File: src/retire_pkg.sv
package retire_pkg;

	// Datapath and buffer sizing
	localparam int xlen = 32;
	localparam int rob_sz = 8;
	localparam int rob_idx_w = 3;
	localparam int rob_cnt_w = 4;
	localparam int tag_w = 6;
	localparam int reg_idx_w = 5;

	// Execution lanes
	localparam int num_lanes = 3;

	// Opcode encodings
	localparam int op_w = 3;
	localparam logic [op_w-1:0] op_add = 3'd0;
	localparam logic [op_w-1:0] op_sub = 3'd1;
	localparam logic [op_w-1:0] op_and = 3'd2;
	localparam logic [op_w-1:0] op_xor = 3'd3;
	localparam logic [op_w-1:0] op_beq = 3'd4;
	localparam logic [op_w-1:0] op_mul = 3'd5;

	// Multiply latency in a lane, counted from the start edge
	localparam int mul_cycles = 4;

	// Multiplier bits consumed per cycle
	localparam int mul_chunk_w = xlen / mul_cycles;

endpackage

File: src/complete_arbiter.sv
`timescale 1ns/1ps

module complete_arbiter (
	input  logic [retire_pkg::num_lanes-1:0] done,
	input  logic [retire_pkg::num_lanes*retire_pkg::rob_idx_w-1:0] lane_idx,
	input  logic [retire_pkg::num_lanes*retire_pkg::xlen-1:0] lane_result,
	input  logic [retire_pkg::num_lanes-1:0] lane_take_branch,

	output logic [retire_pkg::num_lanes-1:0] grant,
	output logic complete_en,
	output logic [retire_pkg::rob_idx_w-1:0] complete_idx,
	output logic [retire_pkg::xlen-1:0] result,
	output logic take_branch
);
	import retire_pkg::*;

	// Fixed priority, lane 0 first
	always_comb begin
		grant = '0;
		complete_en = 1'b0;
		complete_idx = '0;
		result = '0;
		take_branch = 1'b0;
		for (int i = num_lanes - 1; i >= 0; i--) begin
			if (done[i]) begin
				grant = '0;
				grant[i] = 1'b1;
				complete_en = 1'b1;
				complete_idx = lane_idx[i*rob_idx_w +: rob_idx_w];
				result = lane_result[i*xlen +: xlen];
				take_branch = lane_take_branch[i];
			end
		end
	end

endmodule

File: src/dispatch_ctrl.sv
`timescale 1ns/1ps

module dispatch_ctrl (
	input  logic clock,
	input  logic rst,

	input  logic dispatch_en,
	input  logic [retire_pkg::op_w-1:0] op,
	input  logic [retire_pkg::xlen-1:0] src_a,
	input  logic [retire_pkg::xlen-1:0] src_b,
	input  logic [retire_pkg::reg_idx_w-1:0] dest_reg_idx,
	input  logic [retire_pkg::xlen-1:0] npc,
	input  logic [retire_pkg::tag_w-1:0] t_in,
	input  logic [retire_pkg::tag_w-1:0] t_old_in,

	input  logic free,
	input  logic [retire_pkg::rob_idx_w-1:0] free_idx,
	input  logic [retire_pkg::num_lanes-1:0] lane_idle,

	output logic dispatch_ready,
	output logic alloc_en,
	output logic [retire_pkg::tag_w-1:0] alloc_t,
	output logic [retire_pkg::tag_w-1:0] alloc_t_old,
	output logic [retire_pkg::reg_idx_w-1:0] alloc_dest_reg_idx,
	output logic [retire_pkg::xlen-1:0] alloc_npc,

	output logic [retire_pkg::num_lanes-1:0] start,
	output logic [retire_pkg::op_w-1:0] start_op,
	output logic [retire_pkg::xlen-1:0] start_a,
	output logic [retire_pkg::xlen-1:0] start_b,
	output logic [retire_pkg::rob_idx_w-1:0] start_rob_idx
);
	import retire_pkg::*;

	logic [num_lanes-1:0] lane_avail;
	logic [num_lanes-1:0] lane_sel;
	logic accept;

	// A lane with its start still in flight reports idle for one more cycle
	assign lane_avail = lane_idle & ~start;
	assign dispatch_ready = free && (|lane_avail);
	assign accept = dispatch_en && dispatch_ready;
	assign alloc_en = accept;

	// Entry fields for the rob, valid with alloc_en
	assign alloc_t = accept ? t_in : '0;
	assign alloc_t_old = accept ? t_old_in : '0;
	assign alloc_dest_reg_idx = accept ? dest_reg_idx : '0;
	assign alloc_npc = accept ? npc : '0;

	// Lowest available lane wins
	always_comb begin
		lane_sel = '0;
		for (int i = num_lanes - 1; i >= 0; i--) begin
			if (lane_avail[i]) begin
				lane_sel = '0;
				lane_sel[i] = 1'b1;
			end
		end
	end

	always_ff @(posedge clock) begin
		if (rst) begin
			start <= '0;
		end else begin
			start <= accept ? lane_sel : '0;
		end
	end

	// Operands ride along with the strobe
	always_ff @(posedge clock) begin
		if (accept) begin
			start_op <= op;
			start_a <= src_a;
			start_b <= src_b;
			start_rob_idx <= free_idx;
		end
	end

endmodule

File: src/exec_lane.sv
`timescale 1ns/1ps

module exec_lane (
	input  logic clock,
	input  logic rst,
	input  logic flush,

	input  logic start,
	input  logic [retire_pkg::op_w-1:0] op,
	input  logic [retire_pkg::xlen-1:0] a,
	input  logic [retire_pkg::xlen-1:0] b,
	input  logic [retire_pkg::rob_idx_w-1:0] rob_idx,
	input  logic grant,

	output logic idle,
	output logic done,
	output logic [retire_pkg::rob_idx_w-1:0] done_idx,
	output logic [retire_pkg::xlen-1:0] result,
	output logic take_branch
);
	import retire_pkg::*;

	logic busy;
	logic [$clog2(mul_cycles)-1:0] mul_cnt;
	logic [xlen-1:0] mcand;
	logic [xlen-1:0] mplier;
	logic [xlen-1:0] alu_out;

	assign idle = !busy && !done;

	// Single-cycle ops straight off the start operands
	always_comb begin
		case (op)
			op_add: alu_out = a + b;
			op_sub: alu_out = a - b;
			op_and: alu_out = a & b;
			op_xor: alu_out = a ^ b;
			default: alu_out = '0;
		endcase
	end

	always_ff @(posedge clock) begin
		if (rst || flush) begin
			busy <= 1'b0;
			done <= 1'b0;
			mul_cnt <= '0;
		end else if (start) begin
			if (op == op_mul) begin
				busy <= 1'b1;
				mul_cnt <= ($bits(mul_cnt))'(mul_cycles - 2);
			end else begin
				done <= 1'b1;
			end
		end else if (busy) begin
			if (mul_cnt == 0) begin
				busy <= 1'b0;
				done <= 1'b1;
			end else begin
				mul_cnt <= mul_cnt - 1'b1;
			end
		end else if (grant) begin
			done <= 1'b0;
		end
	end

	// Multiply takes one chunk of b per cycle, the first at the start edge
	always_ff @(posedge clock) begin
		if (start) begin
			done_idx <= rob_idx;
			take_branch <= (op == op_beq) && (a == b);
			if (op == op_mul) begin
				result <= a * b[mul_chunk_w-1:0];
				mcand <= a << mul_chunk_w;
				mplier <= b >> mul_chunk_w;
			end else begin
				result <= alu_out;
			end
		end else if (busy) begin
			result <= result + mcand * mplier[mul_chunk_w-1:0];
			mcand <= mcand << mul_chunk_w;
			mplier <= mplier >> mul_chunk_w;
		end
	end

endmodule

File: src/retire_core.sv
`timescale 1ns/1ps

module retire_core (
	input  logic clock,
	input  logic rst,
	input  logic interrupt,
	input  logic ir_stall,

	input  logic dispatch_en,
	input  logic [retire_pkg::op_w-1:0] op,
	input  logic [retire_pkg::xlen-1:0] src_a,
	input  logic [retire_pkg::xlen-1:0] src_b,
	input  logic [retire_pkg::reg_idx_w-1:0] dest_reg_idx,
	input  logic [retire_pkg::xlen-1:0] npc,
	input  logic [retire_pkg::tag_w-1:0] t_in,
	input  logic [retire_pkg::tag_w-1:0] t_old_in,
	output logic dispatch_ready,

	output logic retire_en,
	output logic [retire_pkg::tag_w-1:0] retire_t,
	output logic [retire_pkg::tag_w-1:0] retire_t_old,
	output logic [retire_pkg::reg_idx_w-1:0] retire_dest_reg_idx,
	output logic [retire_pkg::xlen-1:0] retire_npc,
	output logic [retire_pkg::xlen-1:0] retire_result,
	output logic retire_take_branch
);
	import retire_pkg::*;

	logic free;
	logic [rob_idx_w-1:0] free_idx;
	logic alloc_en;
	logic [tag_w-1:0] alloc_t;
	logic [tag_w-1:0] alloc_t_old;
	logic [reg_idx_w-1:0] alloc_dest_reg_idx;
	logic [xlen-1:0] alloc_npc;

	logic [num_lanes-1:0] start;
	logic [op_w-1:0] start_op;
	logic [xlen-1:0] start_a;
	logic [xlen-1:0] start_b;
	logic [rob_idx_w-1:0] start_rob_idx;

	logic [num_lanes-1:0] lane_idle;
	logic [num_lanes-1:0] lane_done;
	logic [num_lanes-1:0] lane_grant;
	logic [num_lanes-1:0] lane_take_branch;
	logic [num_lanes*rob_idx_w-1:0] lane_idx;
	logic [num_lanes*xlen-1:0] lane_result;

	logic complete_en;
	logic [rob_idx_w-1:0] complete_idx;
	logic [xlen-1:0] complete_result;
	logic complete_take_branch;

	// Interrupt also drops a start strobe still on its way to a lane
	dispatch_ctrl dispatch_ctrl_i (
		.clock(clock),
		.rst(rst || interrupt),
		.dispatch_en(dispatch_en),
		.op(op),
		.src_a(src_a),
		.src_b(src_b),
		.dest_reg_idx(dest_reg_idx),
		.npc(npc),
		.t_in(t_in),
		.t_old_in(t_old_in),
		.free(free),
		.free_idx(free_idx),
		.lane_idle(lane_idle),
		.dispatch_ready(dispatch_ready),
		.alloc_en(alloc_en),
		.alloc_t(alloc_t),
		.alloc_t_old(alloc_t_old),
		.alloc_dest_reg_idx(alloc_dest_reg_idx),
		.alloc_npc(alloc_npc),
		.start(start),
		.start_op(start_op),
		.start_a(start_a),
		.start_b(start_b),
		.start_rob_idx(start_rob_idx)
	);

	for (genvar g = 0; g < num_lanes; g++) begin : gen_lane
		exec_lane exec_lane_i (
			.clock(clock),
			.rst(rst),
			.flush(interrupt),
			.start(start[g]),
			.op(start_op),
			.a(start_a),
			.b(start_b),
			.rob_idx(start_rob_idx),
			.grant(lane_grant[g]),
			.idle(lane_idle[g]),
			.done(lane_done[g]),
			.done_idx(lane_idx[g*rob_idx_w +: rob_idx_w]),
			.result(lane_result[g*xlen +: xlen]),
			.take_branch(lane_take_branch[g])
		);
	end

	complete_arbiter complete_arbiter_i (
		.done(lane_done),
		.lane_idx(lane_idx),
		.lane_result(lane_result),
		.lane_take_branch(lane_take_branch),
		.grant(lane_grant),
		.complete_en(complete_en),
		.complete_idx(complete_idx),
		.result(complete_result),
		.take_branch(complete_take_branch)
	);

	rob rob_i (
		.clock(clock),
		.rst(rst),
		.interrupt(interrupt),
		.ir_stall(ir_stall),
		.alloc_en(alloc_en),
		.t_in(alloc_t),
		.t_old_in(alloc_t_old),
		.dest_reg_idx(alloc_dest_reg_idx),
		.npc(alloc_npc),
		.complete_en(complete_en),
		.complete_idx(complete_idx),
		.result(complete_result),
		.take_branch(complete_take_branch),
		.free(free),
		.free_idx(free_idx),
		.retire_en(retire_en),
		.retire_t(retire_t),
		.retire_t_old(retire_t_old),
		.retire_dest_reg_idx(retire_dest_reg_idx),
		.retire_npc(retire_npc),
		.retire_result(retire_result),
		.retire_take_branch(retire_take_branch)
	);

endmodule

File: src/rob.sv
`timescale 1ns/1ps

module rob (
	input  logic clock,
	input  logic rst,
	input  logic interrupt,
	input  logic ir_stall,

	input  logic alloc_en,
	input  logic [retire_pkg::tag_w-1:0] t_in,
	input  logic [retire_pkg::tag_w-1:0] t_old_in,
	input  logic [retire_pkg::reg_idx_w-1:0] dest_reg_idx,
	input  logic [retire_pkg::xlen-1:0] npc,

	input  logic complete_en,
	input  logic [retire_pkg::rob_idx_w-1:0] complete_idx,
	input  logic [retire_pkg::xlen-1:0] result,
	input  logic take_branch,

	output logic free,
	output logic [retire_pkg::rob_idx_w-1:0] free_idx,

	output logic retire_en,
	output logic [retire_pkg::tag_w-1:0] retire_t,
	output logic [retire_pkg::tag_w-1:0] retire_t_old,
	output logic [retire_pkg::reg_idx_w-1:0] retire_dest_reg_idx,
	output logic [retire_pkg::xlen-1:0] retire_npc,
	output logic [retire_pkg::xlen-1:0] retire_result,
	output logic retire_take_branch
);
	import retire_pkg::*;

	logic [rob_sz-1:0] completed;
	logic [tag_w-1:0] ent_t [rob_sz];
	logic [tag_w-1:0] ent_t_old [rob_sz];
	logic [reg_idx_w-1:0] ent_dest [rob_sz];
	logic [xlen-1:0] ent_npc [rob_sz];
	logic [xlen-1:0] ent_result [rob_sz];
	logic ent_branch [rob_sz];

	logic [rob_idx_w-1:0] head;
	logic [rob_cnt_w-1:0] count;
	logic leave;

	assign free = count < rob_sz;
	assign retire_en = (count != 0) && completed[head];

	// Head only advances once the retire stage takes it
	assign leave = retire_en && !ir_stall;

	always_comb begin
		if (retire_en) begin
			retire_t = ent_t[head];
			retire_t_old = ent_t_old[head];
			retire_dest_reg_idx = ent_dest[head];
			retire_npc = ent_npc[head];
			retire_result = ent_result[head];
			retire_take_branch = ent_branch[head];
		end else begin
			retire_t = '0;
			retire_t_old = '0;
			retire_dest_reg_idx = '0;
			retire_npc = '0;
			retire_result = '0;
			retire_take_branch = 1'b0;
		end
	end

	always_ff @(posedge clock) begin
		if (rst || interrupt) begin
			head <= '0;
			free_idx <= '0;
			count <= '0;
			completed <= '0;
		end else begin
			if (alloc_en) begin
				completed[free_idx] <= 1'b0;
				free_idx <= free_idx + 1'b1;
			end
			if (complete_en) begin
				completed[complete_idx] <= 1'b1;
			end
			if (leave) begin
				completed[head] <= 1'b0;
				head <= head + 1'b1;
			end
			// Alloc and leave together keep the count
			case ({alloc_en, leave})
				2'b10: count <= count + 1'b1;
				2'b01: count <= count - 1'b1;
				default: count <= count;
			endcase
		end
	end

	always_ff @(posedge clock) begin
		if (alloc_en) begin
			ent_t[free_idx] <= t_in;
			ent_t_old[free_idx] <= t_old_in;
			ent_dest[free_idx] <= dest_reg_idx;
			ent_npc[free_idx] <= npc;
		end
		if (complete_en) begin
			ent_result[complete_idx] <= result;
			ent_branch[complete_idx] <= take_branch;
		end
	end

endmodule

File: config.mk
export PLATFORM = sky130hd
export DESIGN_NAME = retire_core
export DESIGN_NICKNAME = d
export VERILOG_FILES = /design/src/retire_pkg.sv /design/src/complete_arbiter.sv /design/src/dispatch_ctrl.sv /design/src/exec_lane.sv /design/src/retire_core.sv /design/src/rob.sv
export SDC_FILE = /design/constraint.sdc
export NUM_CORES = 2
export LEC_CHECK = 0
export BUFFER_PORTS_ARGS = -buffer_cell sky130_fd_sc_hd__buf_2
export CORE_ASPECT_RATIO = 1.2
export CORE_MARGIN = 2
export CORE_UTILIZATION = 50
export CTS_BUF_LIST = sky130_fd_sc_hd__clkbuf_8
export DETAILED_ROUTE_END_ITERATION = 8
export MAX_ROUTING_LAYER = met4
export PLACE_DENSITY = 0.81
export SYNTH_ARGS = -nofsm -noshare
export SYNTH_HDL_FRONTEND = slang
export SYNTH_SLANG_ARGS = --single-unit
File: constraint.sdc
create_clock -name clock -period 7.51 [get_ports clock]
set_input_delay 1.502 -clock clock [delete_from_list [all_inputs] [get_ports clock]]
set_output_delay 1.502 -clock clock [all_outputs]
set_load 0.01 [all_outputs]
# Word-level counts from Yosys, hierarchy flattened
# Memories as Yosys holds them, arrays and structs flattened. A register that Yosys moved wholly into a read port is not among the register bits.
# Cells that the tools add are included.
dict set report classes {
  addsub 12
  n_mul 4
  magnitude_cmp 7
  eq_ne 20
  n_mux 113
  n_bitwise 10
  reduce_logical 44
}
# operator count
set op_table {}
lappend op_table {{2-to-1 mux 32 bit} 27}
lappend op_table {{adder 32 bit} 4}
lappend op_table {{multiplier 32 x 8 -> 32 bit} 4}
lappend op_table {{case mux 32 bit (4 select lines)} 1}
lappend op_table {{2-to-1 mux 3 bit} 19}
lappend op_table {{2-to-1 mux 8 bit} 5}
lappend op_table {{2-to-1 mux 1 bit} 39}
lappend op_table {{bitwise AND 32 bit} 1}
lappend op_table {{equality test 32 bit} 1}
lappend op_table {{subtractor 32 bit} 1}
lappend op_table {{bitwise XOR 32 bit} 1}
lappend op_table {{2-to-1 mux 6 bit} 4}
lappend op_table {{2-to-1 mux 2 bit} 11}
lappend op_table {{AND reduction 3 bit} 6}
lappend op_table {{bitwise AND 8 bit} 2}
lappend op_table {{NOT 8 bit} 2}
lappend op_table {{< comparator 3 x 4 -> 1 bit (second input constant)} 3}
lappend op_table {{inequality test 2 bit (second input constant)} 6}
lappend op_table {{logical AND 1 bit} 11}
lappend op_table {{2-to-1 mux 5 bit} 2}
lappend op_table {{demux 1 bit (select 3 bit)} 3}
lappend op_table {{>= comparator 3 x 1 -> 1 bit (second input constant)} 3}
lappend op_table {{inequality test 3 bit (second input constant)} 3}
lappend op_table {{nonzero test 3 bit} 3}
lappend op_table {{other kinds (27)} 48}
dict set report word_totals {
  regBits 403
  ramBits 656
  output_inout_bits 84
  word_cells 251
  memories 6
}
# memory words width read_ports rd_ports_with_merged_regs wr line_no
set memory_table {}
lappend memory_table {rob_i.ent_npc 8 32 1 1 1 rob.sv:37} ;# logic [xlen-1:0] ent_npc [rob_sz];
lappend memory_table {rob_i.ent_result 8 32 1 1 1 rob.sv:38} ;# logic [xlen-1:0] ent_result [rob_sz];
lappend memory_table {rob_i.ent_t 8 6 1 1 1 rob.sv:34} ;# logic [tag_w-1:0] ent_t [rob_sz];
lappend memory_table {rob_i.ent_t_old 8 6 1 1 1 rob.sv:35} ;# logic [tag_w-1:0] ent_t_old [rob_sz];
lappend memory_table {rob_i.ent_dest 8 5 1 1 1 rob.sv:36} ;# logic [reg_idx_w-1:0] ent_dest [rob_sz];
lappend memory_table {rob_i.ent_branch 8 1 1 1 1 rob.sv:39} ;# logic ent_branch [rob_sz];

# Longest topological paths before layout
dict set report logic_depth {
  depth_word 13
  depth_mapped 23
}

# By module
# A second synthesis with hierarchy kept.
dict set report unflattened {
  cells_unflattened 8435
  area_unflattened_um2 89892.5
}
# module instances cells_per_inst area_each_um2
set modules_own_cells {}
lappend modules_own_cells {rob 1 1184 26088.8}
lappend modules_own_cells {{exec_lane (gen_lane[1].exec_lane_i)} 1 2324 20083.0}
lappend modules_own_cells {{exec_lane (gen_lane[2].exec_lane_i)} 1 2285 19824.0}
lappend modules_own_cells {{exec_lane (gen_lane[0].exec_lane_i)} 1 2261 19721.4}
lappend modules_own_cells {dispatch_ctrl 1 212 3064.2}
lappend modules_own_cells {complete_arbiter 1 168 1104.8}
lappend modules_own_cells {retire_core 1 1 6.3}

# Worst setup path after synthesis
# Ideal clock, no wire load.
dict set report synth_timing {
  path_kind {reg-to-reg}
  from {register dispatch_ctrl_i.start[1] (netlist bit)}
  to {memory rob_i.ent_dest[4][0] (enable)}
  setup_ns 0.518
  t_arrival_ns 7.057
  t_required_ns 6.992
  slack_ns -0.065
  stages_incl_launch_ff 10
  period_less_slack_ns 7.575
  cell_sequence {dfxtp_1 > or2_2 > clkbuf_1 > nor2_1 > nor3_1 > nor2_1 > nand2_1 > inv_1 > nand2_1 > nor3_1}
}
dict set report synth_via {
  elab_chain_cells 7
}
# element line_no
set synth_lines {}
lappend synth_lines {{from (decl)} dispatch_ctrl.sv:27} ;# output logic [retire_pkg::num_lanes-1:0] start,
lappend synth_lines {{from (signal assigned)} dispatch_ctrl.sv:66} ;# start <= accept ? lane_sel : '0;
lappend synth_lines {{NOT 3 bit} dispatch_ctrl.sv:40} ;# assign lane_avail = lane_idle & ~start;
lappend synth_lines {{bitwise AND 3 bit} dispatch_ctrl.sv:40}
lappend synth_lines {{OR reduction 3 bit} dispatch_ctrl.sv:41} ;# assign dispatch_ready = free && (|lane_avail);
lappend synth_lines {{logical AND 1 bit} dispatch_ctrl.sv:41}
lappend synth_lines {{logical AND 1 bit} dispatch_ctrl.sv:42} ;# assign accept = dispatch_en && dispatch_ready;
lappend synth_lines {{via alloc_en} retire_core.sv:31} ;# logic alloc_en;
lappend synth_lines {{2-to-1 mux 1 bit} rob.sv:97} ;# if (alloc_en) begin
lappend synth_lines {{2-to-1 mux 1 bit (implied by the code)} rob.sv:100} ;# ent_dest[free_idx] <= dest_reg_idx;
lappend synth_lines {{to (decl)} rob.sv:36}
# The timed path passes the listed nets, and every way through them passes these cells.

# Worst setup path in the final report
dict set report layout_timing {
  from {register dispatch_ctrl_i.start_a[3] (netlist bit)}
  to {register gen_lane[0].exec_lane_i.result[27] (netlist bit) (data pin)}
}
dict set report layout_via {
  elab_chain_cells 4
  word_cells_on_any_way 6
}
# element line_no
set layout_lines {}
lappend layout_lines {{from (decl)} dispatch_ctrl.sv:29} ;# output logic [retire_pkg::xlen-1:0] start_a,
lappend layout_lines {{from (signal assigned)} dispatch_ctrl.sv:74} ;# start_a <= src_a;
lappend layout_lines {{parallel branches: the longest is 2 deep, another holds multiplier 32 x 8 -> 32 bit} n/a}
lappend layout_lines {{2-to-1 mux 32 bit *} exec_lane.sv:71} ;# if (op == op_mul) begin
lappend layout_lines {{2-to-1 mux 32 bit *} exec_lane.sv:68} ;# if (start) begin
lappend layout_lines {{to (signal assigned)} exec_lane.sv:72} ;# result <= a * b[mul_chunk_w-1:0];
lappend layout_lines {{to (signal assigned)} exec_lane.sv:76} ;# result <= alu_out;
lappend layout_lines {{to (signal assigned)} exec_lane.sv:79} ;# result <= result + mcand * mplier[mul_chunk_w-1:0];
lappend layout_lines {{to (decl)} exec_lane.sv:18} ;# output logic [retire_pkg::xlen-1:0] result,
# Mark *: on every way between the ends.
# A chain may end at the register's enable or synchronous reset.

==> results.md <==
* Die H at between 400 and 500 µm
* # nets final at 6,442
* DR top layer: met4
* Worst Path Arrival at between 7000 and 8000 ps
* Relative slew slack at 0.0935
* Cts bufs inserted at between 150 and 200
* Core area at between 100,000 and 150,000 µm²
* Syn_area_per_cell at ~12 µm²
* Post-DP Area at 69,200 µm²
* Die area at approximately 140,000 µm²
* Setup TNS at 0 ps
* Top FF cell, synth: edfxtp_1
* CTS root buffer: clkbuf_8
* Ys Warns at 0
* VDD IR max at ~0.32 mV
* Reg power frac at 0.374
* Drt drc at 0
* Hold WC Path Type: flop to flop
* Largest net degree at the start of global routing at about 110
* Tcrit/Tclk final at 0.915
* Multi-input gate area at roughly 32,000 µm²
* Row Count at 146
* Global placement routability congestion at about 0.99
* Max-cap check violation count at 0
* Die X at between 300 and 400 µm
* Later-pin clock latency in the skew report at 890 ps
* DRT Wirelength at ~180,000 µm
* Crit. End Element: flop
* Antenna violations before repair at 11
* Initial DRT Pass Iterations at 6
* WL/cell at 23.9 µm
* Post-synth EDFFs at approximately 980
* Fin area at 72,400 µm²
* Post-Syn Area at ~66,000 µm²
* Share of cells above drive strength 1 at 0.147
* Syn_nets at 6,250
* Met3 WL at roughly 16,000 µm
* # hold bufs at CTS at 0
* Ports at slightly above 200
* Most frequent cells in the layout: edfxtp_1, inv_1, fa_1, and2_1, nand2_1
* Final setup violation count at 0
* Clock tree sinks at a little over 1,000
* Startpoint class of the critical path: flop
* Initial Utilization at 0.502
* Combinational share of power at 0.364
* Synth async-reset ratio at 0
* Leak at 28.8 nW
* Clk buf depth at 3
* Seq/Total Area, Yosys at 0.455
* Most common cell after layout, fill and taps aside: edfxtp_1
* Clock power frac at 0.262
* Postcts setup bufs at 0
* Met2 Wirelength at between 80,000 and 90,000 µm
* FF+latch count, synth at between 1,000 and 1,500
* Grt ovf at 0
* Filler cell count at between 10,000 and 15,000
* CTS H-tree lvls at 4
* First-pass GRT wire length at roughly 270,000 µm
* Register area at approximately 30,000 µm²
* Number of global-route vias before repair at roughly 46,000
* Port bufs at a little over 200
* Met1 WL at between 60,000 and 70,000 µm
* Setup CP Type: flop to flop
* P per Cell Area at about 240 nW/µm²
* Max frequency at roughly 150 MHz
* Switching power at about 6.2 mW
* Final antenna-violating net count at 0
* Clk slew on worst S/H paths at around 60 ps
* P_int at roughly 11 mW
* CTS tree: done
* Endpoints failing hold at 0
* Fin crit period at ~7000 ps
* DR vias at ~44,000
* Worst Max-Slew Pin Slew at about 1300 ps
* CP Max Fanout at 12
* RSZ-0062 raised after global routing: no
* Total power at between 15 and 20 mW
* Status: completed
* Syn-to-layout area delta at 9.38%
* Post-synthesis cell count at ~5,400
* Library cells used by synthesis at 79
* Clock Skew at 51.4 ps
* Slew Viols, Final at 0
* Vias per cell at 5.83
* DR iter-0 viols at 4,100
* CP Data Required Time at a little over 8000 ps
* Tot GR Track Use at 0.277
* Post-cts sizing count at 0
* Switch share at 0.353
* Detail Placement HPWL at approximately 130,000 µm
-- routing by layer --
metal	vias up	global-route usage
met1	22000	0.321
met5	-	-
li1	18700	-
met4	0	0.168
met3	603	0.0540
met2	2233	0.447
-- metrics by stage --
step | utilization | hold WS [ps] | cells | worst slack, ps
floorplan | - | 440 | 5369 | 1250
global placement | 0.526 | 452 | 7176 | 928
detailed placement | 0.526 | 465 | 7176 | 748
CTS | 0.549 | 482 | 7461 | 723
global route | 0.549 | 495 | 7470 | 368
finish | 0.550 | 484 | 7474 | 640
-- sequential cells by signal, indices dropped and copies added (netlist names), 4 cells and up, named ones only --
name,cells
gen_lane.exec_lane_i.mul_cnt,6
gen_lane.exec_lane_i.mcand,72
dispatch_ctrl_i.start_a,32
gen_lane.exec_lane_i.done_idx,9
gen_lane.exec_lane_i.mplier,72
rob_i.ent_npc,256
rob_i.ent_t,48
rob_i.ent_result,256
rob_i.count,4
gen_lane.exec_lane_i.result,96
rob_i.ent_t_old,48
dispatch_ctrl_i.start_b,32
rob_i.ent_dest,40
rob_i.completed,8
rob_i.ent_branch,8
-- cell type report --
class                      instances  area share
clock inverter                   121      0.0119
timing repair buffer             283      0.0226
sequential                      1014       0.416
clock buffer                     164      0.0312
tap                             1776      0.0307
multi-input combinational       3348       0.448
antenna                           13    0.000449
inverter                         755      0.0392
-- Yosys cell counts (6+ instances only) --
library cell	count	area, µm²
edfxtp_1	978	29400
inv_1	751	2820
fa_1	548	11000
and2_1	483	3020
nand2_1	384	1440
nor2_1	303	1140
ha_1	212	2650
clkbuf_1	206	773
a21oi_1	196	981
mux4_2	166	3740
xnor2_1	124	1090
mux2_2	120	1350
o21ai_0	110	551
mux2i_1	94	941
and3_1	59	369
nor3_1	53	265
xor2_1	45	394
a21o_1	44	330
buf_1	41	154
dfxtp_1	36	721
nor2b_1	30	188
nand3_1	29	145
a221oi_1	26	228
o21a_1	26	195
nand2b_1	24	150
a22oi_1	23	173
a211oi_1	22	165
o31ai_1	17	128
a31oi_1	16	100
o211ai_1	16	120
o21bai_1	15	113
or3_1	15	93.8
o22ai_1	13	81.3
nand4_1	10	62.6
or2_2	10	62.6
a211o_1	9	78.8
o31a_1	7	61.3
a2111oi_0	6	52.6
a21boi_0	6	45.0
nor4_1	6	37.5
-- logic make-up (layout without fill, tap and decap cells) --
family / Yosys count / count (layout) / synth area share
flops: 1014 / 1014 / 0.455
other cells: 0 / 13 / 0
simple gates: 1418 / 1418 / 0.107
buf+inv: 1007 / 1323 / 0.0573
xor+xnor: 169 / 169 / 0.0224
compound gates: 620 / 620 / 0.0615
fa+ha+maj: 760 / 760 / 0.206
mux: 381 / 381 / 0.0914
-- worst paths after layout --
path | start | endpoint | slack [ps] | depth (start not counted)
max | dispatch_ctrl_i.start_a[3] | gen_lane[0].exec_lane_i.result[27] | 640 | 19
min | gen_lane[2].exec_lane_i.busy | gen_lane[2].exec_lane_i.busy | 480 | 2
max reg2reg | dispatch_ctrl_i.start_a[3] | gen_lane[0].exec_lane_i.result[27] | 640 | 19
min reg2reg | gen_lane[2].exec_lane_i.busy | gen_lane[2].exec_lane_i.busy | 480 | 2
-- worst max-delay path: stages, from the launching register on --
cell,delay (ps)
edfxtp_1,670
ha_1,440
fa_1,470
fa_1,490
fa_1,550
inv_1,60
fa_1,490
inv_1,60
ha_1,360
o21ai_0,140
o21ai_0,290
nand3_1,210
a21o_1,250
o31a_1,310
o21ai_0,210
xor2_1,100
a2111oi_0,460
o211ai_1,150
a31oi_1,680
o21ai_0,170
-- power groups by stage --
| stage | Clock, mW | Combinational (mW) | Sequential (mW) |
|---|---|---|---|
| final | 4.62 | 6.42 | 6.58 |
| after global routing | 4.91 | 7.06 | 6.58 |
| after CTS | 4.70 | 6.33 | 6.57 |
| after detailed placement | 0 | 6.28 | 6.69 |
| after global placement | 0 | 6.16 | 6.68 |
| after floorplan | 0 | 4.57 | 6.61 |
Power figures use the tool's default switching activity.
